$ cat config.mk
export PLATFORM = sky130hd
export DESIGN_NAME = pipelineCpu
export DESIGN_NICKNAME = d
export VERILOG_FILES = /design/src/cpuPkg.sv /design/src/alu.sv /design/src/instructionDecoder.sv /design/src/registerFile.sv /design/src/hazardUnit.sv /design/src/executeStage.sv /design/src/pipelineCpu.sv
export SDC_FILE = /design/constraint.sdc
export NUM_CORES = 1
export LEC_CHECK = 0
export BUFFER_PORTS_ARGS = -buffer_cell sky130_fd_sc_hd__buf_2
export CAP_MARGIN = 20
export CELL_PAD_IN_SITES_DETAIL_PLACEMENT = 1
export CELL_PAD_IN_SITES_GLOBAL_PLACEMENT = 1
export CORE_UTILIZATION = 48
export DETAILED_ROUTE_END_ITERATION = 8
export HOLD_SLACK_MARGIN = 0.02
export PLACE_DENSITY = 0.88
export REMOVE_ABC_BUFFERS = 1
export SLEW_MARGIN = 5
export SYNTH_ARGS = -nofsm -noshare
export SYNTH_HDL_FRONTEND = slang
export SYNTH_SLANG_ARGS = --single-unit
$ cat constraint.sdc
create_clock -name CLK -period 6.6 [get_ports CLK]
set_input_delay 0.66 -clock CLK [delete_from_list [all_inputs] [get_ports CLK]]
set_output_delay 0.66 -clock CLK [all_outputs]
set_load 0.05 [all_outputs]
$ cat src/cpuPkg.sv
package cpuPkg;

	// ----------------------------------------
	// widths that carry a meaning
	typedef logic [15:0] word_t;	// data word, address or instruction
	typedef logic [2:0]  regId_t;	// general register number

	// ----------------------------------------
	// control encodings
	typedef enum logic [2:0]
	{
		aluAdd   = 3'd0,
		aluSub   = 3'd1,
		aluAnd   = 3'd2,
		aluOr    = 3'd3,
		aluPassA = 3'd4	// first operand straight through
	} aluOp_t;

	typedef enum logic [1:0]
	{
		dstRx = 2'd0,
		dstRy = 2'd1,
		dstRz = 2'd2
	} regDst_t;

	typedef enum logic
	{
		srcReg = 1'b0,
		srcImm = 1'b1
	} aluSrc_t;

	typedef enum logic [1:0]
	{
		fwdNone = 2'd0,	// value read in ID
		fwdMem  = 2'd1,	// EX/MEM result
		fwdWb   = 2'd2	// write-back value
	} fwdSel_t;

	// ----------------------------------------
	// major opcodes in bits 15:11
	localparam logic [4:0] opAddiu = 5'b01001;
	localparam logic [4:0] opLi    = 5'b01101;
	localparam logic [4:0] opLw    = 5'b10011;
	localparam logic [4:0] opSw    = 5'b11011;
	localparam logic [4:0] opBeqz  = 5'b00100;
	localparam logic [4:0] opB     = 5'b00010;
	localparam logic [4:0] opNop   = 5'b00001;
	localparam logic [4:0] opRrr   = 5'b11100;	// three register group
	localparam logic [4:0] opRr    = 5'b11101;	// two register group

	// function codes
	localparam logic [1:0] funcAddu = 2'b01;	// bits 1:0
	localparam logic [1:0] funcSubu = 2'b11;
	localparam logic [4:0] funcAnd  = 5'b01100;	// bits 4:0
	localparam logic [4:0] funcOr   = 5'b01101;
	localparam logic [4:0] funcJr   = 5'b00000;

	localparam word_t nopWord = 16'h0800;
	localparam word_t resetPc = 16'h0000;

endpackage

$ cat src/alu.sv
`timescale 1ns/1ps

module alu (
	input  cpuPkg::word_t  a,
	input  cpuPkg::word_t  b,
	input  cpuPkg::aluOp_t op,
	output cpuPkg::word_t  result,
	output logic           zero
);

	always_comb
	begin
		case (op)
			cpuPkg::aluAdd:   result = a + b;
			cpuPkg::aluSub:   result = a - b;
			cpuPkg::aluAnd:   result = a & b;
			cpuPkg::aluOr:    result = a | b;
			cpuPkg::aluPassA: result = a;
			default:          result = a + b;
		endcase
	end

	assign zero = (result == '0);	// BEQZ condition

endmodule

$ cat src/instructionDecoder.sv
`timescale 1ns/1ps

module instructionDecoder (
	input  cpuPkg::word_t   instr,
	output cpuPkg::aluOp_t  aluOp,
	output cpuPkg::aluSrc_t aluSrc,
	output cpuPkg::regDst_t regDst,
	output logic            regWrite,
	output logic            memRead,
	output logic            memWrite,
	output logic            memToReg,
	output logic            branch,
	output logic            branchAlways,
	output logic            jump,
	output cpuPkg::word_t   imm
);

	always_comb
	begin
		// anything unrecognised falls through as a NOP
		aluOp        = cpuPkg::aluAdd;
		aluSrc       = cpuPkg::srcReg;
		regDst       = cpuPkg::dstRx;
		regWrite     = 1'b0;
		memRead      = 1'b0;
		memWrite     = 1'b0;
		memToReg     = 1'b0;
		branch       = 1'b0;
		branchAlways = 1'b0;
		jump         = 1'b0;
		imm          = {{8{instr[7]}}, instr[7:0]};	// signed imm8

		case (instr[15:11])
			cpuPkg::opAddiu:
			begin
				regWrite = 1'b1;
				aluSrc   = cpuPkg::srcImm;
			end
			cpuPkg::opLi:
			begin
				regWrite = 1'b1;
				aluSrc   = cpuPkg::srcImm;
				aluOp    = cpuPkg::aluPassA;	// immediate is the first operand
				imm      = {8'b0, instr[7:0]};
			end
			cpuPkg::opLw:
			begin
				regWrite = 1'b1;
				memRead  = 1'b1;
				memToReg = 1'b1;
				aluSrc   = cpuPkg::srcImm;
				regDst   = cpuPkg::dstRy;
				imm      = {{11{instr[4]}}, instr[4:0]};
			end
			cpuPkg::opSw:
			begin
				memWrite = 1'b1;
				aluSrc   = cpuPkg::srcImm;
				imm      = {{11{instr[4]}}, instr[4:0]};
			end
			cpuPkg::opBeqz:
			begin
				branch = 1'b1;
				aluOp  = cpuPkg::aluPassA;	// zero flag then tests rx
			end
			cpuPkg::opB:
			begin
				branchAlways = 1'b1;
				imm          = {{5{instr[10]}}, instr[10:0]};
			end
			cpuPkg::opRrr:
			begin
				regDst = cpuPkg::dstRz;
				case (instr[1:0])
					cpuPkg::funcAddu: regWrite = 1'b1;
					cpuPkg::funcSubu:
					begin
						regWrite = 1'b1;
						aluOp    = cpuPkg::aluSub;
					end
					default: regWrite = 1'b0;
				endcase
			end
			cpuPkg::opRr:
			begin
				case (instr[4:0])
					cpuPkg::funcAnd:
					begin
						regWrite = 1'b1;
						aluOp    = cpuPkg::aluAnd;
					end
					cpuPkg::funcOr:
					begin
						regWrite = 1'b1;
						aluOp    = cpuPkg::aluOr;
					end
					cpuPkg::funcJr: jump = 1'b1;	// target is rx
					default: jump = 1'b0;
				endcase
			end
			cpuPkg::opNop: regWrite = 1'b0;
			default: regWrite = 1'b0;
		endcase
	end

endmodule

$ cat src/registerFile.sv
`timescale 1ns/1ps

module registerFile (
	input  logic           CLK,
	input  logic           RST,
	input  cpuPkg::regId_t readA,
	input  cpuPkg::regId_t readB,
	output cpuPkg::word_t  readDataA,
	output cpuPkg::word_t  readDataB,
	input  logic           writeEn,
	input  cpuPkg::regId_t writeReg,
	input  cpuPkg::word_t  writeData
);

	cpuPkg::word_t regs [0:7];

	always_ff @(posedge CLK or negedge RST)
	begin
		if (!RST)
		begin
			for (int i = 0; i < 8; i++)
				regs[i] <= '0;
		end
		else if (writeEn)
		begin
			regs[writeReg] <= writeData;
		end
	end

	// same-cycle write shows up on the read ports
	assign readDataA = (writeEn && writeReg == readA) ? writeData : regs[readA];
	assign readDataB = (writeEn && writeReg == readB) ? writeData : regs[readB];

endmodule

$ cat src/hazardUnit.sv
`timescale 1ns/1ps

module hazardUnit (
	input  cpuPkg::regId_t  idRx,
	input  cpuPkg::regId_t  idRy,
	input  logic            exMemRead,
	input  cpuPkg::regId_t  exDest,
	input  logic            memRegWrite,
	input  logic            wbRegWrite,
	input  cpuPkg::regId_t  memDest,
	input  cpuPkg::regId_t  wbDest,
	input  cpuPkg::regId_t  exRx,
	input  cpuPkg::regId_t  exRy,
	output logic            stall,
	output cpuPkg::fwdSel_t fwdA,
	output cpuPkg::fwdSel_t fwdB
);

	// ----------------------------------------
	// load-use
	// the loaded value only exists after MEM, so the reader in ID waits one
	// cycle and then picks it up from write-back
	assign stall = exMemRead && (exDest == idRx || exDest == idRy);

	// ----------------------------------------
	// forwarding
	function automatic cpuPkg::fwdSel_t pickSource(cpuPkg::regId_t src);
		if (memRegWrite && memDest == src)
			return cpuPkg::fwdMem;	// youngest result wins
		else if (wbRegWrite && wbDest == src)
			return cpuPkg::fwdWb;
		else
			return cpuPkg::fwdNone;
	endfunction

	assign fwdA = pickSource(exRx);
	assign fwdB = pickSource(exRy);

endmodule

$ cat src/executeStage.sv
`timescale 1ns/1ps

module executeStage (
	input  cpuPkg::word_t   pc,
	input  cpuPkg::word_t   rxData,
	input  cpuPkg::word_t   ryData,
	input  cpuPkg::word_t   imm,
	input  cpuPkg::word_t   memResult,
	input  cpuPkg::word_t   wbResult,
	input  cpuPkg::fwdSel_t fwdA,
	input  cpuPkg::fwdSel_t fwdB,
	input  cpuPkg::aluSrc_t aluSrc,
	input  cpuPkg::aluOp_t  aluOp,
	input  cpuPkg::regDst_t regDst,
	input  cpuPkg::regId_t  rx,
	input  cpuPkg::regId_t  ry,
	input  cpuPkg::regId_t  rz,
	output cpuPkg::word_t   result,
	output cpuPkg::word_t   storeData,
	output cpuPkg::word_t   branchTarget,
	output cpuPkg::word_t   jumpTarget,
	output logic            zero,
	output cpuPkg::regId_t  dest
);

	cpuPkg::word_t rxFwd;
	cpuPkg::word_t ryFwd;
	cpuPkg::word_t opA;
	cpuPkg::word_t opB;

	function automatic cpuPkg::word_t forwardValue(cpuPkg::fwdSel_t sel, cpuPkg::word_t regValue);
		case (sel)
			cpuPkg::fwdMem: return memResult;
			cpuPkg::fwdWb:  return wbResult;
			default:        return regValue;
		endcase
	endfunction

	assign rxFwd = forwardValue(fwdA, rxData);
	assign ryFwd = forwardValue(fwdB, ryData);

	// ----------------------------------------
	// operands
	// immediate forms put imm first and rx second, so pass-first yields LI
	// and add stays add for ADDIU, LW and SW
	assign opA = (aluSrc == cpuPkg::srcImm) ? imm : rxFwd;
	assign opB = (aluSrc == cpuPkg::srcImm) ? rxFwd : ryFwd;

	alu aluUnit (
		.a      (opA),
		.b      (opB),
		.op     (aluOp),
		.result (result),
		.zero   (zero)
	);

	always_comb
	begin
		case (regDst)
			cpuPkg::dstRy: dest = ry;
			cpuPkg::dstRz: dest = rz;
			default:       dest = rx;
		endcase
	end

	assign storeData    = ryFwd;	// SW stores ry
	assign branchTarget = pc + imm;	// pc is already branch address + 1
	assign jumpTarget   = rxFwd;

endmodule

$ cat src/pipelineCpu.sv
`timescale 1ns/1ps

module pipelineCpu (
	input  logic           CLK,
	input  logic           RST,
	input  cpuPkg::word_t  imemData,
	input  cpuPkg::word_t  dataRdata,
	output cpuPkg::word_t  imemAddr,
	output cpuPkg::word_t  dataAddr,
	output cpuPkg::word_t  dataWdata,
	output logic           dataRead,
	output logic           dataWrite,
	output logic           wbValid,
	output cpuPkg::regId_t wbReg,
	output cpuPkg::word_t  wbData
);

	// fetch and IF/ID
	cpuPkg::word_t pc;
	cpuPkg::word_t nextPc;
	cpuPkg::word_t ifIdInstr;
	cpuPkg::word_t ifIdPc;

	// decode
	cpuPkg::aluOp_t  idAluOp;
	cpuPkg::aluSrc_t idAluSrc;
	cpuPkg::regDst_t idRegDst;
	cpuPkg::word_t   idImm;
	cpuPkg::word_t   idRxData;
	cpuPkg::word_t   idRyData;
	logic idRegWrite, idMemRead, idMemWrite, idMemToReg;
	logic idBranch, idBranchAlways, idJump;

	// ID/EX
	cpuPkg::word_t   idExPc, idExRxData, idExRyData, idExImm;
	cpuPkg::regId_t  idExRx, idExRy, idExRz;
	cpuPkg::aluOp_t  idExAluOp;
	cpuPkg::aluSrc_t idExAluSrc;
	cpuPkg::regDst_t idExRegDst;
	logic idExRegWrite, idExMemRead, idExMemWrite, idExMemToReg;
	logic idExBranch, idExBranchAlways, idExJump;

	// execute
	cpuPkg::word_t   exResult, exStoreData, exBranchTarget, exJumpTarget;
	logic            exZero;
	cpuPkg::regId_t  exDest;
	cpuPkg::fwdSel_t fwdA, fwdB;

	// EX/MEM
	cpuPkg::word_t  exMemResult, exMemStoreData, exMemBranchTarget;
	logic           exMemZero;
	cpuPkg::regId_t exMemDest;
	logic exMemRegWrite, exMemMemRead, exMemMemWrite, exMemMemToReg;
	logic exMemBranch, exMemBranchAlways;

	// MEM/WB
	cpuPkg::word_t  memWbResult, memWbLoadData;
	cpuPkg::regId_t memWbDest;
	logic           memWbRegWrite, memWbMemToReg;

	logic stall;
	logic branchTaken;
	logic jumpTaken;
	logic flushFront;

	// ----------------------------------------
	// redirect and flush
	assign branchTaken = (exMemBranch && exMemZero) || exMemBranchAlways;	// resolves in MEM
	assign jumpTaken   = idExJump && !branchTaken;	// older branch wins
	assign flushFront  = branchTaken || jumpTaken;

	always_comb
	begin
		if (branchTaken)
			nextPc = exMemBranchTarget;
		else if (jumpTaken)
			nextPc = exJumpTarget;
		else if (stall)
			nextPc = pc;	// hold for load-use
		else
			nextPc = pc + 16'd1;
	end

	always_ff @(posedge CLK or negedge RST)
	begin
		if (!RST)
		begin
			pc        <= cpuPkg::resetPc;
			ifIdInstr <= cpuPkg::nopWord;
		end
		else
		begin
			pc <= nextPc;
			if (flushFront)
				ifIdInstr <= cpuPkg::nopWord;	// drop the fetched word
			else if (!stall)
				ifIdInstr <= imemData;
		end
	end

	always_ff @(posedge CLK)
	begin
		if (!stall)
			ifIdPc <= pc + 16'd1;
	end

	assign imemAddr = pc;

	// ----------------------------------------
	// decode
	instructionDecoder decoder (
		.instr        (ifIdInstr),
		.aluOp        (idAluOp),
		.aluSrc       (idAluSrc),
		.regDst       (idRegDst),
		.regWrite     (idRegWrite),
		.memRead      (idMemRead),
		.memWrite     (idMemWrite),
		.memToReg     (idMemToReg),
		.branch       (idBranch),
		.branchAlways (idBranchAlways),
		.jump         (idJump),
		.imm          (idImm)
	);

	registerFile regFile (
		.CLK       (CLK),
		.RST       (RST),
		.readA     (ifIdInstr[10:8]),
		.readB     (ifIdInstr[7:5]),
		.readDataA (idRxData),
		.readDataB (idRyData),
		.writeEn   (wbValid),
		.writeReg  (wbReg),
		.writeData (wbData)
	);

	hazardUnit hazard (
		.idRx        (ifIdInstr[10:8]),
		.idRy        (ifIdInstr[7:5]),
		.exMemRead   (idExMemRead),
		.exDest      (exDest),
		.memRegWrite (exMemRegWrite),
		.wbRegWrite  (memWbRegWrite),
		.memDest     (exMemDest),
		.wbDest      (memWbDest),
		.exRx        (idExRx),
		.exRy        (idExRy),
		.stall       (stall),
		.fwdA        (fwdA),
		.fwdB        (fwdB)
	);

	// ID/EX takes a bubble on stall or flush
	always_ff @(posedge CLK or negedge RST)
	begin
		if (!RST)
		begin
			{idExRegWrite, idExMemRead, idExMemWrite, idExMemToReg} <= '0;
			{idExBranch, idExBranchAlways, idExJump} <= '0;
		end
		else if (flushFront || stall)
		begin
			{idExRegWrite, idExMemRead, idExMemWrite, idExMemToReg} <= '0;
			{idExBranch, idExBranchAlways, idExJump} <= '0;
		end
		else
		begin
			{idExRegWrite, idExMemRead, idExMemWrite, idExMemToReg} <=
				{idRegWrite, idMemRead, idMemWrite, idMemToReg};
			{idExBranch, idExBranchAlways, idExJump} <= {idBranch, idBranchAlways, idJump};
		end
	end

	always_ff @(posedge CLK)
	begin
		idExPc     <= ifIdPc;
		idExRxData <= idRxData;
		idExRyData <= idRyData;
		idExImm    <= idImm;
		idExRx     <= ifIdInstr[10:8];
		idExRy     <= ifIdInstr[7:5];
		idExRz     <= ifIdInstr[4:2];
		idExAluOp  <= idAluOp;
		idExAluSrc <= idAluSrc;
		idExRegDst <= idRegDst;
	end

	// ----------------------------------------
	// execute
	executeStage execute (
		.pc           (idExPc),
		.rxData       (idExRxData),
		.ryData       (idExRyData),
		.imm          (idExImm),
		.memResult    (exMemResult),
		.wbResult     (wbData),
		.fwdA         (fwdA),
		.fwdB         (fwdB),
		.aluSrc       (idExAluSrc),
		.aluOp        (idExAluOp),
		.regDst       (idExRegDst),
		.rx           (idExRx),
		.ry           (idExRy),
		.rz           (idExRz),
		.result       (exResult),
		.storeData    (exStoreData),
		.branchTarget (exBranchTarget),
		.jumpTarget   (exJumpTarget),
		.zero         (exZero),
		.dest         (exDest)
	);

	always_ff @(posedge CLK or negedge RST)
	begin
		if (!RST)
		begin
			{exMemRegWrite, exMemMemRead, exMemMemWrite, exMemMemToReg} <= '0;
			{exMemBranch, exMemBranchAlways} <= '0;
		end
		else if (branchTaken)	// third younger instruction dies here
		begin
			{exMemRegWrite, exMemMemRead, exMemMemWrite, exMemMemToReg} <= '0;
			{exMemBranch, exMemBranchAlways} <= '0;
		end
		else
		begin
			{exMemRegWrite, exMemMemRead, exMemMemWrite, exMemMemToReg} <=
				{idExRegWrite, idExMemRead, idExMemWrite, idExMemToReg};
			{exMemBranch, exMemBranchAlways} <= {idExBranch, idExBranchAlways};
		end
	end

	always_ff @(posedge CLK)
	begin
		exMemResult       <= exResult;
		exMemStoreData    <= exStoreData;
		exMemBranchTarget <= exBranchTarget;
		exMemZero         <= exZero;
		exMemDest         <= exDest;
	end

	// ----------------------------------------
	// memory and write-back
	assign dataAddr  = exMemResult;
	assign dataWdata = exMemStoreData;
	assign dataRead  = exMemMemRead;
	assign dataWrite = exMemMemWrite;	// one strobe per store

	always_ff @(posedge CLK or negedge RST)
	begin
		if (!RST)
		begin
			memWbRegWrite <= 1'b0;
			memWbMemToReg <= 1'b0;
		end
		else
		begin
			memWbRegWrite <= exMemRegWrite;
			memWbMemToReg <= exMemMemToReg;
		end
	end

	always_ff @(posedge CLK)
	begin
		memWbResult   <= exMemResult;
		memWbLoadData <= dataRdata;
		memWbDest     <= exMemDest;
	end

	assign wbValid = memWbRegWrite;
	assign wbReg   = memWbDest;
	assign wbData  = memWbMemToReg ? memWbLoadData : memWbResult;

endmodule

== Yosys cells after proc, flatten, opt, wreduce, memory -nomap -nowiden ==
Cells that the tools add are included.
Word-level totals
  word-level logic and storage cells: 163
  output and inout port bits: 70
  input bits: 34
  register bits after elaboration: 355
Operators by class
  magnitude comparators: 4
  equality and inequality tests: 32
  bitwise logic cells: 5
  mux-type cells: 53
  reduce and logical (&&, ||, !) cells: 23
  add/subtract/negate cells: 4
Operators by type and width (number)
  $mux W16: 15
  $bwmux W128: 1
  $bmux W16 S3: 2
  $pmux W16 S2: 2
  $pmux W16 S4: 1
  $demux W16 S3: 1
  $pmux W16 S3: 1
  $add A16 B16 Y16: 2
  $eq A3 B3 Y1: 8
  $mux W1: 21
  $eq A5 B4 Y1 const B: 4
  $eq A5 B5 Y1 const B: 4
  $add A16 B1 Y16 const B: 1
  $and A16 B16 Y16: 1
  $logic_not A16 Y1: 1
  $or A16 B16 Y16: 1
  $sub A16 B16 Y16: 1
  $ge A4 B4 Y1 const B: 3
  $not A3 Y4: 3
  $logic_and A1 B1 Y1: 10
  $pmux W3 S3: 1
  $eq A2 B1 Y1 const B: 4
  $eq A2 B2 Y1 const B: 4
  $mux W2: 4
  other kinds (17): 25

== Depth between registers and ports, before layout ==
  depth after elaboration: 10
  depth in mapped cells: 23
  depth with buffers taken out: 20

== By module ==
From an unflattened synthesis, not the netlist that was laid out.
Second synthesis, totals
  cells, all modules: 1497
  area total of the unflattened synthesis: 18162.4 um^2
Modules (own cells, without submodules)
  registerFile: area an instance 7533.5 um^2, times used 1, seq. area each 3203.1 um^2, cells each 452
  pipelineCpu: area an instance 6486.2 um^2, times used 1, seq. area each 4981.0 um^2, cells each 449
  executeStage: area an instance 1941.9 um^2, times used 1, seq. area each 0.0 um^2, cells each 274
  alu: area an instance 1566.5 um^2, times used 1, seq. area each 0.0 um^2, cells each 228
  instructionDecoder: area an instance 405.4 um^2, times used 1, seq. area each 0.0 um^2, cells each 65
  hazardUnit: area an instance 229.0 um^2, times used 1, seq. area each 0.0 um^2, cells each 29

== Least setup slack after synthesis ==
No wires, ideal clock.
  kind: flip-flop to flip-flop
  from: register memWbDest[2] (netlist: wbReg[2])
  to: register exMemZero
  required time: 6512 ps
  buffers on the path: 3
  period minus slack after synthesis: 5774 ps
  arrival time: 5686 ps
  cell stages (with the launch flop): 24
  path slack: 826 ps
  library setup time: 88 ps
  cells stage by stage: dfxtp_1 -> buf_6 -> xor2_1 -> or4_1 -> clkbuf_1 -> clkbuf_1 -> nand2_1 -> o21ai_0 -> a222oi_1 -> ha_1 -> inv_1 -> o41ai_1 -> xnor2_1 -> ha_1 -> a21oi_1 -> nand2_1 -> or4_1 -> nand4_1 -> nor2_1 -> o32ai_1 -> o22ai_1 -> nor4_1 -> or4b_1 -> nor4_2
Between the ends
  cells in the longest elaborated chain, start to end: 10
  elaborated cells on any way between the ends: 22
  those cells by class: add/sub: 2; eq/ne: 6; mux: 9; bitwise: 2; reduce/logical: 3
Ends and longest elaborated chain
  start: declaration: line pipelineCpu.sv:58  | cpuPkg::regId_t memWbDest;
  start signal: assignment: line pipelineCpu.sv:268  | memWbDest <= exMemDest;
  $eq A3 B3 Y1: line hazardUnit.sv:30  | else if (wbRegWrite && wbDest == src)
  $logic_and A1 B1 Y1: line hazardUnit.sv:30
  $mux W2: line hazardUnit.sv:30
  $mux W2: line hazardUnit.sv:28  | if (memRegWrite && memDest == src)
  $eq A2 B2 Y1 or $eq A2 B1 Y1 (tied branches): line executeStage.sv:32  | case (sel)
  $pmux W16 S2: line executeStage.sv:32
  $mux W16, on equally long branches: line executeStage.sv:46, executeStage.sv:47
  $add A16 B16 Y16 (tied with other cells): line alu.sv:14, alu.sv:19
  $pmux W16 S4 (*): line alu.sv:13  | case (op)
  $logic_not A16 Y1 (*): line alu.sv:23  | assign zero = (result == '0);
  named net exZero: line pipelineCpu.sv:45  | logic exZero;
  end signal: assignment: line pipelineCpu.sv:239  | exMemZero <= exZero;
  end: declaration: line pipelineCpu.sv:51  | logic exMemZero;
The timed path passes the listed nets; every way through them passes the cells marked *.
A chain may end at the register's enable or synchronous reset.

== Worst setup path in the final report ==
Ends and elaborated chain as after synthesis.

==> flow_summary_export.csv <==
group,metric,value,unit
yosys,synth_edf_count,16,
yosys,synthAdderAreaFrac,3.69,%
yosys,synth.largest_area_cell,"dfrtp_1",
yosys,async_reset_ff_share,49.9,%
yosys,synth_warnings,0,
cts,numCtsBuffers,38,
yosys,synth_top_family_by_area,"multiplexers",
grt,antenna_found_initial,3,
timing,fin_crit_sh,95.4,%
grt,gr-usage-all-layers,34.7,%
floorplanning,die_area,35800,um2
yosys,ys_ff_latch,347,
placement,portBuffers,103,
power,ir_worst_vdd,0.000386,V
yosys,synth_cells,1680,
cts,cts_tree,"done",
yosys,synth_area_leaders,"dfrtp_1 26%, dfxtp_1 19%, mux4_2 8.6%",
cts,cts-htree-levels,2,
yosys,postSynthAreaPerCell,10.0,um2
yosys,netlist_area,16800,um2
drt,wirelength,61.2,mm
drt,drc,0,
timing,tightest_slew,1140,ps
layout,insertedDiodeCount,0,
timing,fin_tns_setup,0,ps
setup_path,start_kind,"flop",
timing,setup_viol,0,
cts,cts.clk_slew.worst_paths,60,ps
power,totalPowerFinal,10.7,mW
drt,drtIter0Drc,1253,
placement,gp_congestion,0.966,
floorplanning,pin_count,104,
timing,skew,31.5,ps
floorplanning,start_util,48.8,%
floorplanning,die-height,189,um
cts,cts-root-buf,"clkbuf_16",
yosys,synth_mux_area_share,14.6,%
setup_path,critical_path_class,"flop to flop",
grt,grt_pass1_wl,94.0,mm
setup_path,critPathArrivalTime,6760,ps
grt,gr-total-overflow,0,
setup_path,path_max_fanout,14,
yosys,synth.most_common_cell,"nor2_1",
setup_path,endpoint,"exMemZero",
yosys,ys.flop_type,"dfrtp_1",
layout,syn_to_final_growth,14.9,%
drt,routed-via-count,14300,
timing,rsz0062_at_grt,"false",
timing,drv_slew,0,
grt,grt_pass1_vias,15600,
yosys,yosysTopAreaCellShare,25.6,%
floorplanning,core_area,34500,um2
timing,fin_crit,6300,ps
cts,cts_sinks,347,
min_path,min_path_type,"input port to flop",
drt,viasPerCell,6.38,
timing,worst_slack,301,ps
cts,clk_latency,570,ps
yosys,synth_xor_area_share,3.80,%
setup_path,r2r-end,"exMemZero",
placement,pre_cts_ws,214,ps
timing,fmax,159,MHz
floorplanning,die_x,189,um
setup_path,rr_worst_depth,20,
timing,max_slew_margin,23.9,%
setup_path,cp-startpoint,"wbReg[2]",
layout,num-nets-final,1837,
yosys,synth_common_cells,"197 x nor2_1, 172 x dfrtp_1, 170 x nand2_1, 158 x dfxtp_1, 145 x a21oi_1",
power,cellPowerDensity,554,nW/um2
yosys,ys_seq_area_share,47.3,%
yosys,synth.distinct_cells,82,
yosys,synth-compound-area-share,14.3,%
floorplanning,rows,68,
layout,drive_above_1_share,17.7,%
setup_path,critPathCaptureType,"flop",
run,cap_viol_max_count,0,
drt,first_pass_iters,7,
power,power.leakage,8.54,nW
setup_path,r2r_slack,300,ps
setup_path,r2r_start,"wbReg[2]",
run_status,status,"completed",
timing,timing.hold.ws,190,ps
timing,hold_violations,0,
layout,final_util,56.0,%
setup_path,crit_required,7060,ps
drt,antenna_left,0,
drt,routedWlPerCell,27.2,um
cts,clockBufferDepth,3,
grt,grt_max_degree,102,
yosys,synth-simple-area-share,12.6,%
placement,hpwl,39.7,mm
[area by class of cell]
cell class	instances	area (um2)
flip-flops and latches	347	7980
clock inverters	22	299
multi-input cells	1171	8280
well taps	455	569
repair buffers	146	887
fillers	3830	15200
inverters	61	229
clock buffers	48	1100
[power breakdown]
| group | internal, mW | total, mW | leakage, nW | switching (mW) |
|---|---|---|---|---|
| logic | 1.69 | 4.67 | 4.17 | 2.98 |
| registers | 2.96 | 3.66 | 3.69 | 0.695 |
| clock network | 1.43 | 2.39 | 0.686 | 0.956 |
[how the worst min path moves through the flow]
stage	slack, ps	end	startpoint	cells after the start
final	190	memWbLoadData[13]	dataRdata[13]	1
after global routing	190	memWbLoadData[11]	dataRdata[11]	1
after CTS	180	memWbLoadData[3]	dataRdata[3]	1
after detailed placement	330	idExPc[1]	ifIdPc[1]	0
after global placement	320	idExPc[13]	ifIdPc[13]	0
after floorplan	320	idExPc[0]	ifIdPc[0]	0
[layer usage]
| metal | wire length, um | up-vias | track usage, % |
|---|---|---|---|
| met2 | 29400 | 742 | 57.7 |
| met5 | 26 | - | 0 |
| met1 | 23400 | 7220 | 42.6 |
| li1 | - | 6163 | - |
| met4 | 3000 | 4 | 17.9 |
| met3 | 5300 | 217 | 7.38 |
[sequential cells by signal (all words and copies together) (netlist names), 2 cells and up]
register	count
regFile.regs	128
dataAddr	16
dataWdata	16
exMemBranchTarget	16
idExPc	16
idExRxData	16
idExRyData	16
ifIdInstr	16
ifIdPc	16
imemAddr	16
memWbLoadData	16
memWbResult	16
idExImm	9
exMemDest	3
idExAluOp	3
idExRx	3
idExRy	3
wbReg	3
idExRegDst	2
idExRz	2
[critical path: stages (launching register included)]
cell and delay [ps]:
dfxtp_1 610, xnor2_1 250, nand4_2 430, buf_4 370
o21a_1 200, a222oi_1 390, buf_4 240, o2111ai_1 250
o41ai_2 480, xnor2_1 150, ha_1 420, a21oi_1 160
nand2_1 140, or4_1 520, nand4_1 130, nor2_1 50
o32ai_1 340, o22ai_1 120, nor4_1 160, or4b_1 520
nor4_2 250
[kinds of logic after synthesis]
kind of cell               Yosys count
AOI/OAI and AO/OA                  398
xor gates and xnor gates            73
adders and majority gates           51
buffers and inverters              162
DFF                                347
muxes                              162
and+or+nand+nor                    487
[through the flow]
stage / area, um2 / cells
4_1_cts: 19300 / 2246
3_5_place_dp: 17900 / 2176
3_3_place_gp: 17900 / 2176
5_1_grt: 19400 / 2250
2_1_floorplan: 16500 / 1579
6_report: 19400 / 2250
[layout by cell type (no fill, tap or decap), drive strengths merged, types with 6 or more instances in the layout]
cell,instances
a21o,10
a21oi,145
a222oi,9
a31oi,19
and2,8
and3,10
buf,145
bufinv,6
clkbuf,48
clkinv,12
dfrtp,172
dfxtp,158
edfxtp,16
ha,36
inv,62
maj3,13
mux2,16
mux2i,82
mux4,64
nand2,170
nand2b,8
nand3,26
nand4,9
nor2,197
nor2b,10
nor3,18
nor4,6
o211ai,26
o21a,15
o21ai,116
or3,6
xnor2,47
xor2,26
[timing repair]
action | CTS | global route
endpoints found under the hold margin | 0 | 17
hold buffers | 0 | 1
gates resized for setup | 0 | 3
endpoints found under the setup margin | 0 | 1
setup buffers | 0 | 1
(Power assumes the default switching activity.)
